[config.mk]
export PLATFORM = sky130hd
export DESIGN_NAME = uart_fifo_top
export DESIGN_NICKNAME = d
export VERILOG_FILES = /design/src/design/uart_pkg.sv /design/src/design/fifo_if.sv /design/src/design/sfifo.sv /design/src/design/uart_tx.sv /design/src/design/uart_rx.sv /design/src/design/uart_fifo_top.sv
export SDC_FILE = /design/constraint.sdc
export NUM_CORES = 1
export LEC_CHECK = 0
export BUFFER_PORTS_ARGS = -buffer_cell sky130_fd_sc_hd__buf_4
export CORE_MARGIN = 3
export CORE_UTILIZATION = 25
export DETAILED_ROUTE_END_ITERATION = 12
export SETUP_SLACK_MARGIN = 0.02
export SLEW_MARGIN = 20
export SYNTH_ARGS = -nofsm -noshare
export SYNTH_HDL_FRONTEND = slang
export SYNTH_SLANG_ARGS = --single-unit
[constraint.sdc]
create_clock -name i_clk -period 2.41 [get_ports i_clk]
set_input_delay 0.241 -clock i_clk [delete_from_list [all_inputs] [get_ports i_clk]]
set_output_delay 0.241 -clock i_clk [all_outputs]
set_load 0.05 [all_outputs]
[src/design/uart_pkg.sv]
//////////////////////////////////////////////////////////////////////
// UART FIFO link package
// Widths, depths and baud divisor shared by the buffered serial link,
// with the vector types and the serializer and deserializer states
//////////////////////////////////////////////////////////////////////

package uart_pkg;

	// Byte and FIFO geometry
	localparam int DATA_W       = 8;
	localparam int FIFO_LGLEN   = 4;
	localparam int FIFO_DEPTH   = 1 << FIFO_LGLEN;

	// Fixed baud divisor, clocks per serial bit
	localparam int CLKS_PER_BIT = 16;

	typedef logic [DATA_W-1:0]                 byte_t;
	// Fill count and pointers, extra bit tells full from empty
	typedef logic [FIFO_LGLEN:0]               fill_t;
	typedef logic [$clog2(CLKS_PER_BIT)-1:0]   baud_cnt_t;
	typedef logic [$clog2(DATA_W)-1:0]         bit_cnt_t;

	// Serializer states
	typedef enum logic [1:0] {TX_IDLE, TX_START, TX_DATA, TX_STOP} tx_state_t;

	// Deserializer states
	typedef enum logic [1:0] {RX_IDLE, RX_START, RX_DATA, RX_STOP} rx_state_t;

endpackage

[src/design/fifo_if.sv]
//////////////////////////////////////////////////////////////////////
// FIFO bus
// Write and read sides of one byte FIFO, with writer, reader and
// store views
//////////////////////////////////////////////////////////////////////
`timescale 1ns/1ps

interface fifo_if;
	import uart_pkg::*;

	// Write side
	logic  wr;
	byte_t wr_data;
	logic  full;
	fill_t fill;

	// Read side, head byte shown while not empty
	logic  rd;
	byte_t rd_data;
	logic  empty;

	// Producer of bytes
	modport writer (output wr, output wr_data, input full);

	// Consumer of bytes
	modport reader (output rd, input rd_data, input empty);

	// The FIFO itself
	modport store (
		input  wr,
		input  wr_data,
		input  rd,
		output full,
		output fill,
		output rd_data,
		output empty
	);

endinterface

[src/design/sfifo.sv]
//////////////////////////////////////////////////////////////////////
// Synchronous byte FIFO
// First-word-fall-through store with registered fill count and
// registered full and empty flags. Pointers carry a wrap bit
//////////////////////////////////////////////////////////////////////
`timescale 1ns/1ps

module sfifo (
	input  logic   i_clk,
	input  logic   i_reset,
	fifo_if.store  bus
);
	import uart_pkg::*;

	// Storage, no reset needed on payload
	byte_t mem [FIFO_DEPTH];

	// Pointers with extra wrap bit
	fill_t wr_addr;
	fill_t rd_addr;

	// Registered status
	fill_t r_fill;
	logic  r_full;
	logic  r_empty;

	// Accepted strobes
	logic  w_wr;
	logic  w_rd;

	assign w_wr = bus.wr && !r_full;
	assign w_rd = bus.rd && !r_empty;

	//////////////////////////////////////////////////////////////////////
	// Fill count and flags
	//////////////////////////////////////////////////////////////////////

	// Fill count, resync from pointers when idle or both
	always_ff @(posedge i_clk)
	begin
		if (i_reset)
			r_fill <= '0;
		else
		begin
			case ({w_wr, w_rd})
			2'b01:   r_fill <= r_fill - 1'b1;
			2'b10:   r_fill <= r_fill + 1'b1;
			default: r_fill <= wr_addr - rd_addr;
			endcase
		end
	end

	// Full flag
	always_ff @(posedge i_clk)
	begin
		if (i_reset)
			r_full <= 1'b0;
		else
		begin
			case ({w_wr, w_rd})
			// Any read frees a slot
			2'b01:   r_full <= 1'b0;
			// Last free slot taken
			2'b10:   r_full <= (r_fill == fill_t'(FIFO_DEPTH - 1));
			default: r_full <= (r_fill == fill_t'(FIFO_DEPTH));
			endcase
		end
	end

	// Empty flag
	always_ff @(posedge i_clk)
	begin
		if (i_reset)
			r_empty <= 1'b1;
		else
		begin
			case ({w_wr, w_rd})
			// Last byte leaving
			2'b01:   r_empty <= (r_fill <= fill_t'(1));
			2'b10:   r_empty <= 1'b0;
			default: r_empty <= r_empty;
			endcase
		end
	end

	//////////////////////////////////////////////////////////////////////
	// Pointers and memory
	//////////////////////////////////////////////////////////////////////

	// Write pointer
	always_ff @(posedge i_clk)
	begin
		if (i_reset)
			wr_addr <= '0;
		else if (w_wr)
			wr_addr <= wr_addr + 1'b1;
	end

	// Read pointer
	always_ff @(posedge i_clk)
	begin
		if (i_reset)
			rd_addr <= '0;
		else if (w_rd)
			rd_addr <= rd_addr + 1'b1;
	end

	// Memory write, low pointer bits only
	always_ff @(posedge i_clk)
	begin
		if (w_wr)
			mem[wr_addr[FIFO_LGLEN-1:0]] <= bus.wr_data;
	end

	// Head byte, combinational read
	assign bus.rd_data = mem[rd_addr[FIFO_LGLEN-1:0]];

	// Status out
	assign bus.fill  = r_fill;
	assign bus.full  = r_full;
	assign bus.empty = r_empty;

endmodule

[src/design/uart_tx.sv]
//////////////////////////////////////////////////////////////////////
// UART serializer
// Pops bytes from the transmit FIFO and shifts them out as 8N1
// frames, LSB first, with a registered line output idling high
//////////////////////////////////////////////////////////////////////
`timescale 1ns/1ps

module uart_tx (
	input  logic   i_clk,
	input  logic   i_reset,
	fifo_if.reader bus,
	output logic   o_uart_tx
);
	import uart_pkg::*;

	tx_state_t state;
	baud_cnt_t baud_cnt;
	bit_cnt_t  bit_cnt;
	byte_t     shift;
	logic      baud_end;
	logic      pop;

	// Last clock of the current bit
	assign baud_end = (baud_cnt == baud_cnt_t'(CLKS_PER_BIT - 1));

	// Pop when idle, or at end of stop bit to chain frames
	assign pop = !bus.empty
		&& ((state == TX_IDLE) || ((state == TX_STOP) && baud_end));
	assign bus.rd = pop;

	//////////////////////////////////////////////////////////////////////
	// Frame FSM
	//////////////////////////////////////////////////////////////////////
	always_ff @(posedge i_clk)
	begin
		if (i_reset)
		begin
			state     <= TX_IDLE;
			baud_cnt  <= '0;
			bit_cnt   <= '0;
			o_uart_tx <= 1'b1;
		end
		else
		begin
			baud_cnt <= baud_end ? '0 : baud_cnt + 1'b1;
			case (state)
			TX_IDLE:
			begin
				baud_cnt <= '0;
				// Start bit goes out next cycle
				if (pop)
				begin
					state     <= TX_START;
					o_uart_tx <= 1'b0;
				end
			end
			TX_START:
			begin
				if (baud_end)
				begin
					state     <= TX_DATA;
					bit_cnt   <= '0;
					o_uart_tx <= shift[0];
				end
			end
			TX_DATA:
			begin
				if (baud_end)
				begin
					// Eight bits done, drive stop
					if (bit_cnt == bit_cnt_t'(DATA_W - 1))
					begin
						state     <= TX_STOP;
						o_uart_tx <= 1'b1;
					end
					else
					begin
						bit_cnt   <= bit_cnt + 1'b1;
						o_uart_tx <= shift[0];
					end
				end
			end
			default:
			begin
				// Stop bit, back to back frames if queued
				if (baud_end)
				begin
					if (pop)
					begin
						state     <= TX_START;
						o_uart_tx <= 1'b0;
					end
					else
						state <= TX_IDLE;
				end
			end
			endcase
		end
	end

	// Shift register, loaded on pop, next bit at shift[0]
	always_ff @(posedge i_clk)
	begin
		if (pop)
			shift <= bus.rd_data;
		else if (baud_end && ((state == TX_START) || (state == TX_DATA)))
			shift <= {1'b0, shift[DATA_W-1:1]};
	end

endmodule

[src/design/uart_rx.sv]
//////////////////////////////////////////////////////////////////////
// UART deserializer
// Synchronizes the line, finds the start edge, samples each bit at
// mid-bit and pushes good bytes into the receive FIFO. Flags framing
// errors and receive overflow
//////////////////////////////////////////////////////////////////////
`timescale 1ns/1ps

module uart_rx (
	input  logic   i_clk,
	input  logic   i_reset,
	input  logic   i_uart_rx,
	fifo_if.writer bus,
	output logic   o_rx_overflow,
	output logic   o_frame_err
);
	import uart_pkg::*;

	rx_state_t state;
	baud_cnt_t baud_cnt;
	bit_cnt_t  bit_cnt;
	byte_t     shift;

	// Two flop synchronizer, plus one stage for edge detect
	logic rx_meta;
	logic rx_line;
	logic rx_prev;

	logic start_edge;
	logic half_end;
	logic bit_end;
	logic stop_sample;

	always_ff @(posedge i_clk)
	begin
		if (i_reset)
		begin
			rx_meta <= 1'b1;
			rx_line <= 1'b1;
			rx_prev <= 1'b1;
		end
		else
		begin
			rx_meta <= i_uart_rx;
			rx_line <= rx_meta;
			rx_prev <= rx_line;
		end
	end

	assign start_edge  = rx_prev && !rx_line;
	// Mid start bit, then full bit periods
	assign half_end    = (baud_cnt == baud_cnt_t'(CLKS_PER_BIT / 2 - 1));
	assign bit_end     = (baud_cnt == baud_cnt_t'(CLKS_PER_BIT - 1));
	assign stop_sample = (state == RX_STOP) && bit_end;

	//////////////////////////////////////////////////////////////////////
	// Frame FSM
	//////////////////////////////////////////////////////////////////////
	always_ff @(posedge i_clk)
	begin
		if (i_reset)
		begin
			state    <= RX_IDLE;
			baud_cnt <= '0;
			bit_cnt  <= '0;
		end
		else
		begin
			baud_cnt <= baud_cnt + 1'b1;
			case (state)
			RX_IDLE:
			begin
				baud_cnt <= '0;
				if (start_edge)
					state <= RX_START;
			end
			RX_START:
			begin
				// Recheck at half a bit, glitches go back to idle
				if (half_end)
				begin
					baud_cnt <= '0;
					bit_cnt  <= '0;
					state    <= rx_line ? RX_IDLE : RX_DATA;
				end
			end
			RX_DATA:
			begin
				if (bit_end)
				begin
					baud_cnt <= '0;
					if (bit_cnt == bit_cnt_t'(DATA_W - 1))
						state <= RX_STOP;
					else
						bit_cnt <= bit_cnt + 1'b1;
				end
			end
			default:
			begin
				// Mid stop bit, wait for next start edge
				if (stop_sample)
					state <= RX_IDLE;
			end
			endcase
		end
	end

	// Data bits arrive LSB first, shift in at the top
	always_ff @(posedge i_clk)
	begin
		if ((state == RX_DATA) && bit_end)
			shift <= {rx_line, shift[DATA_W-1:1]};
	end

	// Push only good frames with room in the FIFO
	assign bus.wr      = stop_sample && rx_line && !bus.full;
	assign bus.wr_data = shift;

	// Low stop bit, byte dropped
	assign o_frame_err = stop_sample && !rx_line;

	// Sticky until reset
	always_ff @(posedge i_clk)
	begin
		if (i_reset)
			o_rx_overflow <= 1'b0;
		else if (stop_sample && rx_line && bus.full)
			o_rx_overflow <= 1'b1;
	end

endmodule

[src/design/uart_fifo_top.sv]
//////////////////////////////////////////////////////////////////////
// Buffered UART link
// Transmit FIFO ahead of the serializer, receive FIFO behind the
// deserializer, host side on plain strobe and level ports
//////////////////////////////////////////////////////////////////////
`timescale 1ns/1ps

module uart_fifo_top (
	input  logic            i_clk,
	input  logic            i_reset,

	// Host transmit side
	input  logic            i_tx_wr,
	input  uart_pkg::byte_t i_tx_data,
	output logic            o_tx_full,
	output uart_pkg::fill_t o_tx_fill,

	// Host receive side
	input  logic            i_rx_rd,
	output uart_pkg::byte_t o_rx_data,
	output logic            o_rx_empty,
	output uart_pkg::fill_t o_rx_fill,

	// Status
	output logic            o_rx_overflow,
	output logic            o_frame_err,

	// Serial line
	output logic            o_uart_tx,
	input  logic            i_uart_rx
);

	fifo_if tx_fifo_bus ();
	fifo_if rx_fifo_bus ();

	//////////////////////////////////////////////////////////////////////
	// Transmit path
	//////////////////////////////////////////////////////////////////////

	// Host is the writer
	assign tx_fifo_bus.wr      = i_tx_wr;
	assign tx_fifo_bus.wr_data = i_tx_data;
	assign o_tx_full           = tx_fifo_bus.full;
	assign o_tx_fill           = tx_fifo_bus.fill;

	sfifo u_tx_fifo (
		.i_clk   (i_clk),
		.i_reset (i_reset),
		.bus     (tx_fifo_bus.store)
	);

	// Serializer drains the FIFO
	uart_tx u_uart_tx (
		.i_clk     (i_clk),
		.i_reset   (i_reset),
		.bus       (tx_fifo_bus.reader),
		.o_uart_tx (o_uart_tx)
	);

	//////////////////////////////////////////////////////////////////////
	// Receive path
	//////////////////////////////////////////////////////////////////////

	uart_rx u_uart_rx (
		.i_clk         (i_clk),
		.i_reset       (i_reset),
		.i_uart_rx     (i_uart_rx),
		.bus           (rx_fifo_bus.writer),
		.o_rx_overflow (o_rx_overflow),
		.o_frame_err   (o_frame_err)
	);

	sfifo u_rx_fifo (
		.i_clk   (i_clk),
		.i_reset (i_reset),
		.bus     (rx_fifo_bus.store)
	);

	// Host is the reader, head byte valid while not empty
	assign rx_fifo_bus.rd = i_rx_rd;
	assign o_rx_data      = rx_fifo_bus.rd_data;
	assign o_rx_empty     = rx_fifo_bus.empty;
	assign o_rx_fill      = rx_fifo_bus.fill;

endmodule

==> key figures <==
Synthesis
  • Cell area after synthesis: between 10000 and 15000 um2
  • Count of state elements after synthesis: 337
  • Proportion of register bits with asynchronous set or reset after synthesis: 0
  • Predominant post-synthesis flop cell: edfxtp_1
  • Synthesized netlist net count: 903
  • Synth Warn #: 0
  • Avg Cell Area, Syn: about 16 um2
  • Netlist cell types: 57
  • Post-synthesis instance total: roughly 850
  • Sequential-to-total area share from yosys stat: 0.680
  • Number of synthesized flops with an enable pin: between 200 and 300

Routing
  • Vias: between 7000 and 8000
  • Final routed wirelength across all metal layers: 27800 um
  • Number of DRC markers after the initial detailed-route iteration: between 300 and 400
  • Post-route antenna net violation count: 0
  • Detailed-route vias per instance: 4.36
  • Average wire length per cell after detail routing: ~16 um
  • First-pass iteration count of the detailed router: 4
  • Number of remaining DRC errors: 0

Timing
  • Final cycle utilization of the critical path: 1.07
  • Total negative setup slack: -1060 ps
  • Final setup skew: 15.8 ps
  • Post-route minimum period: between 2000 and 3000 ps
  • Final setup violation count: 8
  • Minimum setup slack in the final design: -174 ps
  • F_max: a little under 400 MHz
  • Number of endpoints with negative hold slack in the final report: 0
  • Number of max-slew violations in the final report: 0
  • Unrepaired setup endpoints after global routing: yes
  • Least-Margin Pin Slew: about 620 ps
  • Max-slew headroom at the worst pin: 0.584

Cells and area
  • Nets: 983
  • Area added between synthesis and finish: 19.4%
  • Highest-count cells in the layout ignoring fill and taps: edfxtp_1 (272), nor2_1 (77), mux4_2 (70)
  • Final std cells w/o fill: around 1700
  • Most common cell after layout, fill and taps aside: edfxtp_1
  • Diode count: 0
  • Proportion of layout cells with a drive suffix above 1: 0.245

Place
  • Placer congestion estimate: between 0.7 and 0.8
  • DP HPWL: between 15000 and 20000 um
  • Placed insts: 1627
  • IO buf count: 35
  • Pre-CTS WS: 101 ps

Die
  • Die width: 242 um
  • Starting density of the core: 0.256
  • Vertical die dimension: about 240 um
  • I/O pin count: 36
  • Area of the die: ~59000 um2
  • Area of the core: roughly 54000 um2
  • Placement Rows: between 80 and 90

Global route
  • First-pass GRT wire length: about 44000 um
  • Total Routing Usage GR: 0.0947
  • Number of global-route vias before repair: between 7000 and 8000
  • Maximum number of pins on one net before global-route repair: 57
  • Number of antenna violations at the first check in global routing: 0
  • Total congestion overflow: 0

Flow run
  • Number of maximum-capacitance constraint violations: 0

Clock tree
  • Clock transition at the registers of the reported paths: ~60 ps
  • TritonCTS clock tree: yes
  • Clock buffer depth: 3
  • CTS Root Buffer Type: clkbuf_16
  • Num CTS Buffers: 36
  • Worst-skew pair later-pin latency: around 520 ps
  • CTS H-Tree Depth: 2
  • Sink Count: 337

Worst setup path
  • Type of the worst setup path: reg2out
  • Data arrival time at the worst-slack endpoint: 2340 ps
  • Kind of start point of the critical path: register
  • Critical path endpoint category: primary output
  • Maximum fanout along the worst path: 5
  • Required time at the worst-slack endpoint: roughly 2200 ps

Pwr
  • Leakage Power: between 0.005 and 0.006 uW
  • Power density over the cells: a little over 800 nW/um2
  • Largest vdd supply drop: between 0.6 and 0.7 mV

Run status
  • Outcome: finished, violations left
  • Violated checks: negative setup slack

Worst hold path
  • Worst hold path type: in2reg
-- cell usage after synthesis (5+ instances only) --
cell type | n | area [um2]
ha_1 | 37 | 463
a211oi_1 | 7 | 52.6
mux2i_1 | 8 | 80.1
nand3_1 | 8 | 40.0
o211ai_1 | 5 | 37.5
buf_2 | 6 | 30.0
dfxtp_1 | 65 | 1300
mux4_2 | 68 | 1530
nor4_1 | 5 | 31.3
mux2_2 | 8 | 90.1
xor2_1 | 11 | 96.3
buf_6 | 6 | 67.6
nor2b_1 | 6 | 37.5
nand2_1 | 32 | 120
clkbuf_1 | 22 | 82.6
nand2b_1 | 9 | 56.3
o21ai_0 | 9 | 45.0
nor3_1 | 14 | 70.1
nand4_1 | 7 | 43.8
edfxtp_1 | 272 | 8170
inv_1 | 28 | 105
buf_1 | 5 | 18.8
nor2_1 | 78 | 293
xnor2_1 | 22 | 193
o22ai_1 | 15 | 93.8
a21oi_1 | 32 | 160
-- critical path, cell delays in order, from the launching register on --
cell and delay, ps:
dfxtp_4 390, buf_12 140, buf_16 130, mux4_2 480, mux4_2 520, buf_8 170
-- worst paths after layout --
check	start	endpoint	slack, ps	cells past startpoint
worst min register to register	u_uart_rx.baud_cnt[0]	u_uart_rx.baud_cnt[0]	450	1
worst max register to register	u_uart_tx.baud_cnt[0]	u_tx_fifo.bus.fill[3]	160	9
worst min-delay path	i_tx_data[6]	u_tx_fifo.mem[4][6]	30	1
worst max-delay path	register	o_rx_data[1]	-170	5
-- metal layers --
layer	global-route usage	wire (um)
met1	0.123	12500
met3	0.0220	1270
met5	0	0
met4	0.0228	529
met2	0.161	13500
-- cells by family after synthesis --
kind of cell	share of synthesized area
AO/OA/AOI/OAI	0.0437
XOR/XNOR	0.0208
adder cells (fa/ha/maj)	0.0361
buffers and inverters	0.0247
flip-flops	0.680
multiplexers	0.130
AND/OR/NAND/NOR	0.0646
-- area by class of cell --
type	instances	area, um2
well taps	739	925
inverters	28	105
fillers	5380	37800
clock inverters	18	186
multi-input cells	441	4140
flip-flops and latches	337	9480
repair buffers	87	807
clock buffers	45	977
-- sequential cells by signal, indices dropped and copies added (netlist names), 3 cells and up, named ones only --
register / flops
u_rx_fifo.bus.fill: 5
u_rx_fifo.mem: 128
u_uart_rx.bus.wr_data: 8
u_uart_tx.shift: 8
u_uart_tx.baud_cnt: 4
u_rx_fifo.rd_addr: 5
u_tx_fifo.rd_addr: 5
u_rx_fifo.wr_addr: 5
u_tx_fifo.mem: 128
u_tx_fifo.wr_addr: 5
u_tx_fifo.bus.fill: 5
u_uart_rx.baud_cnt: 4
u_uart_tx.bit_cnt: 3
u_uart_rx.bit_cnt: 3
-- metrics by stage --
stage          power [uW]  utilization  hold slack, ps  cell area (um2)
6_report            13700        0.305            33.0            16600
4_1_cts             13800        0.306            7.96            16600
2_1_floorplan        7900            -             340            14000
3_3_place_gp         8340        0.281             427            15300
5_1_grt             14300        0.305            26.9            16600
3_5_place_dp         8370        0.281             436            15300
-- report_power, final --
| part | total (uW) | switching, uW | internal [uW] |
|---|---|---|---|
| Sequential | 6700 | 214 | 6480 |
| Combinational | 1570 | 924 | 646 |
| Clock | 5400 | 2180 | 3220 |
-- repair_timing --
| item | in CTS | in global routing |
|---|---|---|
| gates resized for setup | 17 | 9 |
| cloned | 3 | 0 |
| endpoints found under the setup margin | 8 | 9 |
| hold buffers | 1 | 0 |
| setup buffers | 3 | 0 |
| endpoints found under the hold margin | 1 | 0 |
| pin swaps | 0 | 2 |
Power figures use the tool's default switching activity.
